===== src/include/be_trace_params.svh =====
`ifndef BE_TRACE_PARAMS_SVH
`define BE_TRACE_PARAMS_SVH

// Datapath widths of the RV64 backend
`define BE_PC_W    39
`define BE_REG_W   64
`define BE_INSTR_W 32
`define BE_ITAG_W  8
`define BE_RADDR_W 5

// Shadow line after dispatch holds EX1, EX2, IWB, FWB
`define BE_TRACE_STAGES 4
`define BE_CMT_STAGE    2

// EX1 to IWB
`define BE_BR_TGT_DELAY 2

// Test-host store addresses
`define BE_HOST_TEST_ADDR 64'h0000_0000_C00D_EAD0
`define BE_HOST_HEX_ADDR  64'h0000_0000_8FFF_FFFF
`define BE_HOST_CHAR_ADDR 64'h0000_0000_8FFF_EFFF

`endif


===== src/hw/be_instr_pkg.sv =====
`include "be_trace_params.svh"

package be_instr_pkg;

   // Decode flags that travel with each dispatched instruction
   typedef struct packed {
      logic                   instr_v;
      logic                   csr_v;
      logic                   ret_v;
      logic                   load_v;
      logic                   store_v;
      logic                   jmp_v;
      logic                   br_v;
      logic                   irf_w_v;
      logic [`BE_RADDR_W-1:0] rd_addr;
      logic [`BE_RADDR_W-1:0] rs2_addr;
   } decode_s;

   // Full dispatch packet, operands already read
   typedef struct packed {
      decode_s                decode;
      logic [`BE_PC_W-1:0]    pc;
      logic [`BE_ITAG_W-1:0]  itag;
      logic [`BE_INSTR_W-1:0] instr;
      logic [`BE_REG_W-1:0]   rs1;
      logic [`BE_REG_W-1:0]   rs2;
      logic [`BE_REG_W-1:0]   imm;
   } dispatch_pkt_s;

endpackage


===== src/hw/trace_pkg.sv =====
package trace_pkg;

   // What a pipeline slot held in a given cycle
   typedef enum logic [2:0] {
      ST_VALID,
      ST_NOP,
      ST_ROLLED,
      ST_POISONED,
      ST_BUB_FE,
      ST_BUB_BE,
      ST_BUB_ME
   } stage_status_e;

   // Class of a committed instruction
   typedef enum logic [2:0] {
      OP_CSR,
      OP_RET,
      OP_LOAD,
      OP_STORE,
      OP_JUMP,
      OP_BRANCH,
      OP_INT,
      OP_OTHER
   } op_class_e;

   // Test-host calls seen on committed stores
   typedef enum logic [2:0] {
      HE_NONE,
      HE_PASS,
      HE_FAIL,
      HE_ERR,
      HE_HEX,
      HE_CHAR
   } host_evt_e;

endpackage


===== src/hw/be_commit_tracer_top.sv =====
`timescale 1ns/1ps
`include "be_trace_params.svh"

module be_commit_tracer_top (
   input  logic                                            clk_i,
   input  logic                                            rst_n_i,
   input  logic                                            issue_v_i,
   input  logic [`BE_PC_W-1:0]                             issue_pc_i,
   input  logic                                            disp_instr_v_i,
   input  logic                                            disp_csr_i,
   input  logic                                            disp_ret_i,
   input  logic                                            disp_load_i,
   input  logic                                            disp_store_i,
   input  logic                                            disp_jmp_i,
   input  logic                                            disp_br_i,
   input  logic                                            disp_irf_w_i,
   input  logic [`BE_RADDR_W-1:0]                          disp_rd_addr_i,
   input  logic [`BE_RADDR_W-1:0]                          disp_rs2_addr_i,
   input  logic [`BE_PC_W-1:0]                             disp_pc_i,
   input  logic [`BE_ITAG_W-1:0]                           disp_itag_i,
   input  logic [`BE_INSTR_W-1:0]                          disp_instr_i,
   input  logic [`BE_REG_W-1:0]                            disp_rs1_i,
   input  logic [`BE_REG_W-1:0]                            disp_rs2_i,
   input  logic [`BE_REG_W-1:0]                            disp_imm_i,
   input  logic                                            fe_nop_i,
   input  logic                                            be_nop_i,
   input  logic                                            me_nop_i,
   input  logic [`BE_TRACE_STAGES-1:0]                     roll_i,
   input  logic [`BE_TRACE_STAGES-1:0]                     poison_i,
   input  logic [`BE_REG_W-1:0]                            ex1_br_tgt_i,
   input  logic [`BE_REG_W-1:0]                            iwb_result_i,
   output logic                                            stat_v_o,
   output logic                                            iss_v_o,
   output logic [`BE_PC_W-1:0]                             iss_pc_o,
   output trace_pkg::stage_status_e                        isd_status_o,
   output logic [`BE_PC_W-1:0]                             isd_pc_o,
   output trace_pkg::stage_status_e [`BE_TRACE_STAGES-1:0] stage_status_o,
   output logic [`BE_TRACE_STAGES-1:0][`BE_PC_W-1:0]       stage_pc_o,
   output logic                                            cmt_v_o,
   output logic [`BE_PC_W-1:0]                             cmt_pc_o,
   output logic [`BE_ITAG_W-1:0]                           cmt_itag_o,
   output logic [`BE_INSTR_W-1:0]                          cmt_instr_o,
   output trace_pkg::op_class_e                            cmt_op_o,
   output logic [`BE_RADDR_W-1:0]                          cmt_reg_o,
   output logic [`BE_REG_W-1:0]                            cmt_addr_o,
   output logic [`BE_REG_W-1:0]                            cmt_data_o,
   output logic                                            host_v_o,
   output trace_pkg::host_evt_e                            host_evt_o,
   output logic [15:0]                                     host_code_o
);

   import be_instr_pkg::*;
   import trace_pkg::*;

   dispatch_pkt_s                               disp_pkt;
   dispatch_pkt_s [`BE_TRACE_STAGES-1:0]        stage_pkts;
   logic [`BE_BR_TGT_DELAY-1:0][`BE_REG_W-1:0] br_tgt_taps;
   logic [`BE_REG_W-1:0]                        eaddr;
   host_evt_e                                   host_evt;
   logic [15:0]                                 host_code;
   op_class_e                                   op;
   logic [`BE_REG_W-1:0]                        addr;
   logic [`BE_REG_W-1:0]                        data;
   logic [`BE_RADDR_W-1:0]                      rd_reg;

   assign disp_pkt.decode.instr_v  = disp_instr_v_i;
   assign disp_pkt.decode.csr_v    = disp_csr_i;
   assign disp_pkt.decode.ret_v    = disp_ret_i;
   assign disp_pkt.decode.load_v   = disp_load_i;
   assign disp_pkt.decode.store_v  = disp_store_i;
   assign disp_pkt.decode.jmp_v    = disp_jmp_i;
   assign disp_pkt.decode.br_v     = disp_br_i;
   assign disp_pkt.decode.irf_w_v  = disp_irf_w_i;
   assign disp_pkt.decode.rd_addr  = disp_rd_addr_i;
   assign disp_pkt.decode.rs2_addr = disp_rs2_addr_i;
   assign disp_pkt.pc              = disp_pc_i;
   assign disp_pkt.itag            = disp_itag_i;
   assign disp_pkt.instr           = disp_instr_i;
   assign disp_pkt.rs1             = disp_rs1_i;
   assign disp_pkt.rs2             = disp_rs2_i;
   assign disp_pkt.imm             = disp_imm_i;

   // Shadow of EX1..FWB
   delay_line #(.T(dispatch_pkt_s), .DEPTH(`BE_TRACE_STAGES)) u_stage_line (
      .clk_i   (clk_i),
      .rst_n_i (rst_n_i),
      .data_i  (disp_pkt),
      .taps_o  (stage_pkts)
   );

   // Last tap lines up with IWB
   delay_line #(.T(logic [`BE_REG_W-1:0]), .DEPTH(`BE_BR_TGT_DELAY)) u_br_tgt_line (
      .clk_i   (clk_i),
      .rst_n_i (rst_n_i),
      .data_i  (ex1_br_tgt_i),
      .taps_o  (br_tgt_taps)
   );

   host_call_decode u_host (
      .instr_v_i   (stage_pkts[`BE_CMT_STAGE].decode.instr_v),
      .store_i     (stage_pkts[`BE_CMT_STAGE].decode.store_v),
      .rs1_i       (stage_pkts[`BE_CMT_STAGE].rs1),
      .imm_i       (stage_pkts[`BE_CMT_STAGE].imm),
      .rs2_i       (stage_pkts[`BE_CMT_STAGE].rs2),
      .eaddr_o     (eaddr),
      .host_evt_o  (host_evt),
      .host_code_o (host_code)
   );

   commit_encode u_encode (
      .pkt_i        (stage_pkts[`BE_CMT_STAGE]),
      .eaddr_i      (eaddr),
      .br_tgt_i     (br_tgt_taps[`BE_BR_TGT_DELAY-1]),
      .iwb_result_i (iwb_result_i),
      .op_o         (op),
      .addr_o       (addr),
      .data_o       (data),
      .reg_o        (rd_reg)
   );

   trace_ctrl u_ctrl (
      .clk_i          (clk_i),
      .rst_n_i        (rst_n_i),
      .issue_v_i      (issue_v_i),
      .issue_pc_i     (issue_pc_i),
      .disp_pkt_i     (disp_pkt),
      .stage_pkts_i   (stage_pkts),
      .fe_nop_i       (fe_nop_i),
      .be_nop_i       (be_nop_i),
      .me_nop_i       (me_nop_i),
      .roll_i         (roll_i),
      .poison_i       (poison_i),
      .op_i           (op),
      .addr_i         (addr),
      .data_i         (data),
      .reg_i          (rd_reg),
      .host_evt_i     (host_evt),
      .host_code_i    (host_code),
      .stat_v_o       (stat_v_o),
      .iss_v_o        (iss_v_o),
      .iss_pc_o       (iss_pc_o),
      .isd_status_o   (isd_status_o),
      .isd_pc_o       (isd_pc_o),
      .stage_status_o (stage_status_o),
      .stage_pc_o     (stage_pc_o),
      .cmt_v_o        (cmt_v_o),
      .cmt_pc_o       (cmt_pc_o),
      .cmt_itag_o     (cmt_itag_o),
      .cmt_instr_o    (cmt_instr_o),
      .cmt_op_o       (cmt_op_o),
      .cmt_reg_o      (cmt_reg_o),
      .cmt_addr_o     (cmt_addr_o),
      .cmt_data_o     (cmt_data_o),
      .host_v_o       (host_v_o),
      .host_evt_o     (host_evt_o),
      .host_code_o    (host_code_o)
   );

endmodule


===== src/hw/commit_encode.sv =====
`timescale 1ns/1ps
`include "be_trace_params.svh"

module commit_encode (
   input  be_instr_pkg::dispatch_pkt_s pkt_i,
   input  logic [`BE_REG_W-1:0]        eaddr_i,
   input  logic [`BE_REG_W-1:0]        br_tgt_i,
   input  logic [`BE_REG_W-1:0]        iwb_result_i,
   output trace_pkg::op_class_e        op_o,
   output logic [`BE_REG_W-1:0]        addr_o,
   output logic [`BE_REG_W-1:0]        data_o,
   output logic [`BE_RADDR_W-1:0]      reg_o
);

   import trace_pkg::*;

   // First matching flag wins
   always_comb begin
      if (pkt_i.decode.csr_v)
         op_o = OP_CSR;
      else if (pkt_i.decode.ret_v)
         op_o = OP_RET;
      else if (pkt_i.decode.load_v)
         op_o = OP_LOAD;
      else if (pkt_i.decode.store_v)
         op_o = OP_STORE;
      else if (pkt_i.decode.jmp_v)
         op_o = OP_JUMP;
      else if (pkt_i.decode.br_v)
         op_o = OP_BRANCH;
      else if (pkt_i.decode.irf_w_v)
         op_o = OP_INT;
      else
         op_o = OP_OTHER;
   end

   always_comb begin
      case (op_o)
         OP_LOAD, OP_STORE:  addr_o = eaddr_i;
         OP_JUMP, OP_BRANCH: addr_o = br_tgt_i;
         default:            addr_o = '0;
      endcase
   end

   always_comb begin
      case (op_o)
         OP_STORE:         data_o = pkt_i.rs2;
         // Branch result carries only the taken flag
         OP_BRANCH:        data_o = {{(`BE_REG_W-1){1'b0}}, iwb_result_i[0]};
         OP_RET, OP_OTHER: data_o = '0;
         default:          data_o = iwb_result_i;
      endcase
   end

   assign reg_o = (op_o == OP_STORE) ? pkt_i.decode.rs2_addr : pkt_i.decode.rd_addr;

endmodule


===== src/hw/delay_line.sv =====
`timescale 1ns/1ps

module delay_line #(
   parameter type T     = logic,
   parameter int  DEPTH = 2
) (
   input  logic         clk_i,
   input  logic         rst_n_i,
   input  T             data_i,
   output T [DEPTH-1:0] taps_o
);

   // Tap 0 is one cycle behind the input, every tap stays visible
   always_ff @(posedge clk_i) begin
      if (!rst_n_i) begin
         taps_o <= '0;
      end else begin
         taps_o[0] <= data_i;
         for (int i = 1; i < DEPTH; i++) begin
            taps_o[i] <= taps_o[i-1];
         end
      end
   end

endmodule


===== src/hw/host_call_decode.sv =====
`timescale 1ns/1ps
`include "be_trace_params.svh"

module host_call_decode (
   input  logic                 instr_v_i,
   input  logic                 store_i,
   input  logic [`BE_REG_W-1:0] rs1_i,
   input  logic [`BE_REG_W-1:0] imm_i,
   input  logic [`BE_REG_W-1:0] rs2_i,
   output logic [`BE_REG_W-1:0] eaddr_o,
   output trace_pkg::host_evt_e host_evt_o,
   output logic [15:0]          host_code_o
);

   import trace_pkg::*;

   logic st_v;

   assign eaddr_o = rs1_i + imm_i;
   assign st_v    = instr_v_i & store_i;

   always_comb begin
      host_evt_o  = HE_NONE;
      host_code_o = '0;
      if (st_v && eaddr_o == `BE_HOST_TEST_ADDR) begin
         // Upper half of the word separates pass from fail
         if (rs2_i[31:16] == 16'h0000) begin
            host_evt_o  = HE_PASS;
            host_code_o = rs2_i[15:0];
         end else if (rs2_i[31:16] == 16'hFFFF) begin
            host_evt_o  = HE_FAIL;
            host_code_o = rs2_i[15:0];
         end else begin
            host_evt_o = HE_ERR;
         end
      end else if (st_v && eaddr_o == `BE_HOST_HEX_ADDR) begin
         host_evt_o  = HE_HEX;
         host_code_o = {8'h00, rs2_i[7:0]};
      end else if (st_v && eaddr_o == `BE_HOST_CHAR_ADDR) begin
         host_evt_o  = HE_CHAR;
         host_code_o = {8'h00, rs2_i[7:0]};
      end
   end

endmodule


===== src/hw/trace_ctrl.sv =====
`timescale 1ns/1ps
`include "be_trace_params.svh"

module trace_ctrl (
   input  logic                                            clk_i,
   input  logic                                            rst_n_i,
   input  logic                                            issue_v_i,
   input  logic [`BE_PC_W-1:0]                             issue_pc_i,
   input  be_instr_pkg::dispatch_pkt_s                     disp_pkt_i,
   input  be_instr_pkg::dispatch_pkt_s [`BE_TRACE_STAGES-1:0] stage_pkts_i,
   input  logic                                            fe_nop_i,
   input  logic                                            be_nop_i,
   input  logic                                            me_nop_i,
   input  logic [`BE_TRACE_STAGES-1:0]                     roll_i,
   input  logic [`BE_TRACE_STAGES-1:0]                     poison_i,
   input  trace_pkg::op_class_e                            op_i,
   input  logic [`BE_REG_W-1:0]                            addr_i,
   input  logic [`BE_REG_W-1:0]                            data_i,
   input  logic [`BE_RADDR_W-1:0]                          reg_i,
   input  trace_pkg::host_evt_e                            host_evt_i,
   input  logic [15:0]                                     host_code_i,
   output logic                                            stat_v_o,
   output logic                                            iss_v_o,
   output logic [`BE_PC_W-1:0]                             iss_pc_o,
   output trace_pkg::stage_status_e                        isd_status_o,
   output logic [`BE_PC_W-1:0]                             isd_pc_o,
   output trace_pkg::stage_status_e [`BE_TRACE_STAGES-1:0] stage_status_o,
   output logic [`BE_TRACE_STAGES-1:0][`BE_PC_W-1:0]       stage_pc_o,
   output logic                                            cmt_v_o,
   output logic [`BE_PC_W-1:0]                             cmt_pc_o,
   output logic [`BE_ITAG_W-1:0]                           cmt_itag_o,
   output logic [`BE_INSTR_W-1:0]                          cmt_instr_o,
   output trace_pkg::op_class_e                            cmt_op_o,
   output logic [`BE_RADDR_W-1:0]                          cmt_reg_o,
   output logic [`BE_REG_W-1:0]                            cmt_addr_o,
   output logic [`BE_REG_W-1:0]                            cmt_data_o,
   output logic                                            host_v_o,
   output trace_pkg::host_evt_e                            host_evt_o,
   output logic [15:0]                                     host_code_o
);

   import trace_pkg::*;

   logic                                 booted_r;
   logic                                 commit;
   stage_status_e                        isd_status;
   stage_status_e [`BE_TRACE_STAGES-1:0] stage_status;

   // Set by the first issue, held until reset
   always_ff @(posedge clk_i) begin
      if (!rst_n_i) begin
         booted_r <= 1'b0;
      end else if (issue_v_i) begin
         booted_r <= 1'b1;
      end
   end

   always_comb begin
      if (fe_nop_i)
         isd_status = ST_BUB_FE;
      else if (be_nop_i)
         isd_status = ST_BUB_BE;
      else if (me_nop_i)
         isd_status = ST_BUB_ME;
      else
         isd_status = ST_VALID;
   end

   always_comb begin
      for (int i = 0; i < `BE_TRACE_STAGES; i++) begin
         if (roll_i[i])
            stage_status[i] = ST_ROLLED;
         else if (poison_i[i])
            stage_status[i] = ST_POISONED;
         else if (!stage_pkts_i[i].decode.instr_v)
            stage_status[i] = ST_NOP;
         else
            stage_status[i] = ST_VALID;
      end
   end

   // Roll at IWB does not block retirement, poison does
   assign commit = booted_r & stage_pkts_i[`BE_CMT_STAGE].decode.instr_v
                 & ~poison_i[`BE_CMT_STAGE];

   always_ff @(posedge clk_i) begin
      if (!rst_n_i) begin
         stat_v_o <= 1'b0;
         iss_v_o  <= 1'b0;
         cmt_v_o  <= 1'b0;
         host_v_o <= 1'b0;
      end else begin
         stat_v_o <= booted_r;
         iss_v_o  <= booted_r & issue_v_i;
         cmt_v_o  <= commit;
         host_v_o <= commit & (op_i == OP_STORE) & (host_evt_i != HE_NONE);
      end
   end

   // Record fields, qualified by the strobes above
   always_ff @(posedge clk_i) begin
      iss_pc_o       <= issue_pc_i;
      isd_status_o   <= isd_status;
      isd_pc_o       <= disp_pkt_i.pc;
      stage_status_o <= stage_status;
      for (int i = 0; i < `BE_TRACE_STAGES; i++) begin
         stage_pc_o[i] <= stage_pkts_i[i].pc;
      end
      cmt_pc_o    <= stage_pkts_i[`BE_CMT_STAGE].pc;
      cmt_itag_o  <= stage_pkts_i[`BE_CMT_STAGE].itag;
      cmt_instr_o <= stage_pkts_i[`BE_CMT_STAGE].instr;
      cmt_op_o    <= op_i;
      cmt_reg_o   <= reg_i;
      cmt_addr_o  <= addr_i;
      cmt_data_o  <= data_i;
      host_evt_o  <= host_evt_i;
      host_code_o <= host_code_i;
   end

endmodule


===== config.mk =====
export PLATFORM = sky130hd
export DESIGN_NAME = be_commit_tracer_top
export DESIGN_NICKNAME = d
export VERILOG_FILES = /design/src/hw/be_instr_pkg.sv /design/src/hw/trace_pkg.sv /design/src/hw/be_commit_tracer_top.sv /design/src/hw/commit_encode.sv /design/src/hw/delay_line.sv /design/src/hw/host_call_decode.sv /design/src/hw/trace_ctrl.sv
export VERILOG_INCLUDE_DIRS = /design/src /design/src/include
export SDC_FILE = /design/constraint.sdc
export NUM_CORES = 2
export LEC_CHECK = 0
export BUFFER_PORTS_ARGS = -buffer_cell sky130_fd_sc_hd__buf_4
export CAP_MARGIN = 5
export CORE_ASPECT_RATIO = 0.75
export CORE_MARGIN = 8
export CORE_UTILIZATION = 25
export DETAILED_ROUTE_END_ITERATION = 7
export PLACE_DENSITY = 0.44
export SLEW_MARGIN = 10
export SYNTH_ARGS = -nofsm -noshare
export SYNTH_HDL_FRONTEND = slang
export SYNTH_SLANG_ARGS = --single-unit

===== constraint.sdc =====
create_clock -name clk_i -period 9.51 [get_ports clk_i]
set_clock_uncertainty 0.15 [all_clocks]
set_input_delay 0.4755 -clock clk_i [delete_from_list [all_inputs] [get_ports clk_i]]
set_output_delay 0.4755 -clock clk_i [all_outputs]
set_load 0.01 [all_outputs]

# Word level (Yosys, flattened, before mapping)
# Cells that the tools add are included.
# W data, S select, Z words.
[op_classes]
n_addsub = 1
n_eq_ne = 10
muxes = 30
n_bitwise = 7
reduce_logical = 13
[ops]
columns = ["cell", "count"]
rows = [
  ["$eq A64 B32 Y1 const B", 3],
  ["$pmux W64 S3", 1],
  ["$pmux W64 S2", 1],
  ["$add A64 B64 Y64", 1],
  ["$mux W16", 4],
  ["$mux W3", 11],
  ["$eq A16 B16 Y1 const B", 1],
  ["$logic_not A16 Y1", 1],
  ["$reduce_or A2 Y1", 8],
  ["$mux W1", 11],
  ["$eq A3 B3 Y1 const B", 3],
  ["$mux W8", 1],
  ["$and A1 B1 Y1", 6],
  ["$eq A3 B2 Y1 const B", 2],
  ["$mux W5", 1],
  ["$eq A3 B1 Y1 const B", 1],
  ["$logic_and A1 B1 Y1", 3],
  ["$reduce_bool A3 Y1", 1],
  ["$not A1 Y1", 1],
]
[totals]
word_cells = 142
out_inout_bits = 487
regBits = 1484
input_bits = 470

# Logic depth before layout (Yosys ltp)
[depth]
word_depth = 10
mapped_depth = 14
ltp_nobuf = 13

# Cells and area by module
# From an unflattened synthesis, not the netlist that was laid out.
[hier_totals]
cells_unflattened = 4286
hier_area_um2 = 51149.1
[modules_own_cells]
columns = ["module", "instances", "cells_each", "area_per_inst_um2", "seq_area_each_um2"]
rows = [
  ["delay_line (u_stage_line)", 1, 2440, 30998.5, 23142.2],
  ["trace_ctrl", 1, 511, 9380.2, 8908.5],
  ["host_call_decode", 1, 890, 5731.7, 0.0],
  ["delay_line (u_br_tgt_line)", 1, 270, 3550.9, 2562.5],
  ["commit_encode", 1, 175, 1487.7, 0.0],
]

# Worst setup path after synthesis
# No wires, ideal clock.
[synth_path]
kind = "reg2reg"
startpoint = "register u_stage_line.taps_o[578] in the netlist's numbering"
endpoint = "register u_ctrl.host_v_o"
arrival_time_ns = 3.322
setup_slack_ns = 5.938
n_path_buf = 1
setup_ns = 0.100
path_stages_with_launch = 15
required_ns = 9.260
synth_period_minus_slack_ns = 3.572
cell_sequence = "dfxtp_1 ha_1 inv_1 fa_1 nand2b_1 a211oi_2 o21ai_1 a311oi_1 a211oi_2 xnor2_1 or4_4 nor4_4 nand4_2 buf_6 a2111oi_4"
[synth_between]
elab_chain_cells = 8
elab_cells_between_ends = 12
cone_classes = "1 x add/sub; 3 x eq/ne; 3 x mux; 1 x bitwise; 4 x reduce/logical"
[synth_rtl]
columns = ["element", "line_no", "text"]
rows = [
  ["start, declared", "delay_line.sv:10", "output T [DEPTH-1:0] taps_o"],
  ["start signal, assigned by index", "delay_line.sv:20", "taps_o[i] <= taps_o[i-1];"],
  ["$add A64 B64 Y64 *", "host_call_decode.sv:19", "assign eaddr_o = rs1_i + imm_i;"],
  ["$eq A64 B32 Y1 (no line)", "--", ""],
  ["$logic_and A1 B1 Y1 (no line)", "--", ""],
  ["$mux W3", "host_call_decode.sv:39", "end else if (st_v && eaddr_o == `BE_HOST_CHAR_ADDR) begin"],
  ["$mux W3", "host_call_decode.sv:36", "end else if (st_v && eaddr_o == `BE_HOST_HEX_ADDR) begin"],
  ["$mux W3 *", "host_call_decode.sv:25", "if (st_v && eaddr_o == `BE_HOST_TEST_ADDR) begin"],
  ["$reduce_bool A3 Y1 *", "trace_ctrl.sv:96", "host_v_o <= commit & (op_i == OP_STORE) & (host_evt_i != HE_NONE);"],
  ["$and A1 B1 Y1 *", "trace_ctrl.sv:96", ""],
  ["end signal, assigned", "trace_ctrl.sv:96", ""],
  ["end, declared", "trace_ctrl.sv:37", "output logic host_v_o,"],
]
# Mark *: on every way between the ends. The rest lies on a longest branch, timed or not.
# A chain may end at the register's enable or synchronous reset.

# Final worst setup path
[layout_path]
startpoint = "register u_stage_line.taps_o[706] in the netlist's numbering"
endpoint = "register u_ctrl.host_code_o[1]"
[layout_between]
elab_chain_cells = 6
elab_cells_between_ends = 10
cone_classes = "1 x add/sub; 3 x eq/ne; 3 x mux; 3 x reduce/logical"
[layout_rtl]
columns = ["element", "line_no", "text"]
rows = [
  ["$add A64 B64 Y64 *", "host_call_decode.sv:19", ""],
  ["$eq A64 B32 Y1 (no line)", "--", ""],
  ["$logic_and A1 B1 Y1 (no line)", "--", ""],
  ["$mux W8", "host_call_decode.sv:39", ""],
  ["$mux W16", "host_call_decode.sv:36", ""],
  ["$mux W16 *", "host_call_decode.sv:25", ""],
  ["via host_code[1]", "be_commit_tracer_top.sv:60", "logic [15:0] host_code;"],
  ["end signal, assigned", "trace_ctrl.sv:117", "host_code_o <= host_code_i;"],
  ["end, declared", "trace_ctrl.sv:39", "output logic [15:0] host_code_o"],
]
# The timed path passes the listed nets; every way through them passes the cells marked *.

==> out/metrics.csv <==
stage,metric,value,unit
place,routability cong.,0.850,
sta,fin. max-slew vios,0,
critical_path,start-to-end type of the worst setup path,reg -> reg,
clock_network,"Setup Fix Bufs, Post-CTS",0,
critical_path,Worst path depth,12,
critical_path,Setup crit start,u_stage_line.taps_o[706],
finish,Nets,5612,
clock_network,Worst-path clk slew,0.06,ns
flow_run,maxcap violations,0,
critical_path,Reg-to-Reg Start,u_stage_line.taps_o[706],
critical_path,critical path's largest stage delay,0.77,ns
sta,Tmin final,5.13,ns
critical_path,Worst R2R End,u_ctrl.host_code_o[1],
critical_path,CP Max Fanout,20,
floorplan,# rows,133,
route,drt drc,0,
worst_hold_path,worst hold path class,in -> reg,
logic_synthesis,synthesized flop and latch total,1480,
route,DR pass1 iterations,5,
global_route,initial antenna violation count,44,
global_route,GRT Overall Usage,0.149,
clock_network,H-Tree Depth,4,
critical_path,slowest CP cell,nand4_2,
critical_path,crit path DAT,5.62,ns
critical_path,Crit path buffers/inverters,1,
sta,fin crit share,0.539,
global_route,vias in the first global route,30800,
clock_network,clock buffer depth,3,
logic_synthesis,number of synthesized flops with an enable pin,0,
floorplan,Starting Density,0.251,
clock_network,CTS buffer count,151,
floorplan,Chip Height,379,um
clock_network,clk_lat worst skew,0.77,ns
route,via-per-instance ratio,4.00,
global_route,grt ovf,0,
power,P_leak,0.0268,uW
logic_synthesis,Yosys Warn Count,0,
route,Iteration-0 DRC Markers,1649,
logic_synthesis,average size of a mapped cell,11.8,um2
sta,setup TNS,0,ns
critical_path,crit end category,flop,
run_status,run status,finished clean,
logic_synthesis,cell count after synthesis,3706,
floorplan,Die Area,0.189,mm2
logic_synthesis,dominant register cell in the synthesized netlist,dfxtp_1,
floorplan,Ports,957,
floorplan,core area,0.175,mm2
critical_path,Worst Setup Start Kind,flop,
global_route,first-pass GRT wire length,210,mm
clock_network,clock sink count,1480,
clock_network,PostCTS Resize Cnt,0,
sta,fmax,195,MHz
critical_path,Required @ worst endpoint,10.00,ns
finish,Layout area overhead,43.3,%
sta,Final Setup Violations,0,
route,final WL,148,mm
global_route,largest net degree at the start of global routing,284,
critical_path,"delay-heaviest family, CP",simple AND/OR/NAND/NOR gates,
logic_synthesis,cell area after synthesis,0.0438,mm2
sta,RSZ-0062 raised after global routing,no,
sta,Hold WS,0.0772,ns
power,PwrDens,213,mW/mm2
clock_network,CTS root buffer,clkbuf_16,
worst_hold_path,WHS Path Cells,2,
logic_synthesis,Synth cell types,95,
sta,final hold vios,0,
place,dpl hpwl,112,mm
finish,share of layout cells above drive strength 1,0.246,
route,vias post-DR,30000,
critical_path,R2R Setup Slk,4.38,ns
route,"antenna viol nets, final",0,
logic_synthesis,"Seq/Total Area, Yosys",0.676,
power,maximum vdd drop,148,uV
place,Port Buffers,952,
sta,Worst Tran Pin Value,1.25,ns
sta,max-slew headroom at the worst pin,0.148,
logic_synthesis,Post-synth ARST share,0,
place,Setup WS pre-CTS,4.43,ns
route,DR WL/cell,19.7,um
finish,FILL cells,17500,
clock_network,CTS tree,built,
floorplan,die extent in x,499,um
critical_path,Reg2Reg Depth,12,
sta,Setup WS post-layout,4.38,ns
critical_path,worst-path cell chain,"ha_1, inv_1, fa_1, nand2b_1, a211oi_2, o21ai_2, o211a_1, a21oi_1, xor2_1, nor4b_1, nand4_2, nor4_2",
critical_path,worst setup path endpoint,u_ctrl.host_code_o[1],
area by class of cell:
type	instances	area, um2	area share
Antenna cell	23	57.6	0.000916
Clock buffer	218	4380	0.0698
Clock inverter	50	698	0.0111
Inverter	17	63.8	0.00102
Multi-Input combinational cell	1986	13100	0.208
Sequential cell	1480	29600	0.472
Tap cell	2295	2870	0.0457
Timing Repair Buffer	1442	12000	0.192
synthesized netlist by cell type, types with 8 or more instances:
| cell | n | area, um2 |
|---|---|---|
| nor4_2 | 17 | 213 |
| nor3_1 | 27 | 135 |
| buf_4 | 44 | 330 |
| o21bai_1 | 9 | 67.6 |
| xnor2_1 | 34 | 298 |
| clkbuf_1 | 157 | 589 |
| and2_1 | 1037 | 6490 |
| nand3_1 | 10 | 50.1 |
| buf_2 | 14 | 70.1 |
| nand4_1 | 44 | 275 |
| nor2_1 | 75 | 282 |
| nand2_1 | 134 | 503 |
| a21oi_1 | 98 | 490 |
| inv_1 | 17 | 63.8 |
| o21a_1 | 11 | 82.6 |
| ha_1 | 63 | 788 |
| a22o_1 | 106 | 928 |
| nand2b_1 | 8 | 50.1 |
| nor4_1 | 21 | 131 |
| o21ai_0 | 68 | 340 |
| xor2_1 | 22 | 193 |
| o21ai_1 | 19 | 95.1 |
| a21o_1 | 12 | 90.1 |
| dfxtp_1 | 1480 | 29600 |
| a211oi_1 | 9 | 67.6 |
stage by stage:
stage	cells	util	area, um2	total power, uW
after floorplan	3709	-	43800	6940
after global placement	6746	0.303	52900	7340
after detailed placement	6746	0.303	52900	7350
after CTS	7488	0.359	62700	13600
after global routing	7505	0.359	62800	14000
final	7511	0.359	62800	13400
per-layer routing:
layer / share of wire / vias up / GRT usage / wire length [um]
met5: 0.00018 / - / 0 / 26
met3: 0.052 / 276 / 0.0383 / 7750
met1: 0.43 / 14100 / 0.185 / 63600
li1: - / 14900 / - / -
met2: 0.48 / 737 / 0.253 / 71500
met4: 0.033 / 4 / 0.0489 / 4880
report_power, final:
group          total (uW)  internal (uW)  leakage [uW]  switching, uW
Combinational         856            477        0.0122            379
Sequential           6520           6450        0.0122           75.5
Clock                6010           3500       0.00248           2510
Total               13400          10400        0.0268           2970
flip-flops by register name, summed over array words and instances, names as in the netlist, 5 cells and up:
name / cells
u_ctrl.cmt_data_o: 64
u_ctrl.stage_pc_o: 156
u_ctrl.stage_status_o: 8
u_stage_line.taps_o: 907
u_ctrl.cmt_reg_o: 5
u_ctrl.cmt_itag_o: 8
u_ctrl.host_code_o: 16
u_ctrl.iss_pc_o: 39
u_ctrl.cmt_addr_o: 64
u_ctrl.isd_pc_o: 39
u_ctrl.cmt_instr_o: 32
u_br_tgt_line.taps_o: 128
cell families after synthesis:
family          share of synthesized area
compound gates                     0.0689
mux                               0.00151
fa+ha+maj                          0.0184
simple gates                        0.197
buf+inv                            0.0264
flops                               0.676
xor+xnor                           0.0112
other cells                     0.0000856
worst register-to-register path: cells and delay by family, from the launching register on:
kind | cells | cell delay, ns
XOR/XNOR | 1 | 0.31
adder cells (fa/ha/maj) | 2 | 0.62
AO/OA/AOI/OAI | 4 | 1.53
flip-flops | 1 | 0.31
buffers and inverters | 1 | 0.08
AND/OR/NAND/NOR | 4 | 1.98
timing repair:
action / 4_1_cts / 5_1_grt
endpoints found under the hold margin: 509 / 0
hold buffers: 474 / 0
setup endpoints to repair: 0 / 0
how the worst min path moves through the flow:
stage,start,endpoint,slack (ns)
global route,rst_n_i,u_stage_line.taps_o[546],0.05
floorplan,u_stage_line.taps_o[770],u_ctrl.cmt_instr_o[0],0.16
CTS,rst_n_i,u_stage_line.taps_o[546],0.03
detailed placement,u_stage_line.taps_o[804],u_ctrl.cmt_itag_o[2],0.16
finish,rst_n_i,u_stage_line.taps_o[546],0.08
global placement,u_stage_line.taps_o[773],u_ctrl.cmt_instr_o[3],0.16
placed cells by master, fill, tap and decap left out, types with 22 or more instances in the layout:
cell type	n
dfxtp_1	1480
and2_1	1037
buf_4	966
dlygate4sd3_1	474
clkbuf_16	152
nand2_1	134
a22o_1	106
a21oi_1	98
nor2_1	75
o21ai_0	68
ha_1	63
nand4_1	44
xnor2_1	34
clkbuf_8	33
clkbuf_1	33
nor3_1	26
diode_2	23
xor2_1	22
Note: power is estimated with default switching activity, not from simulation.
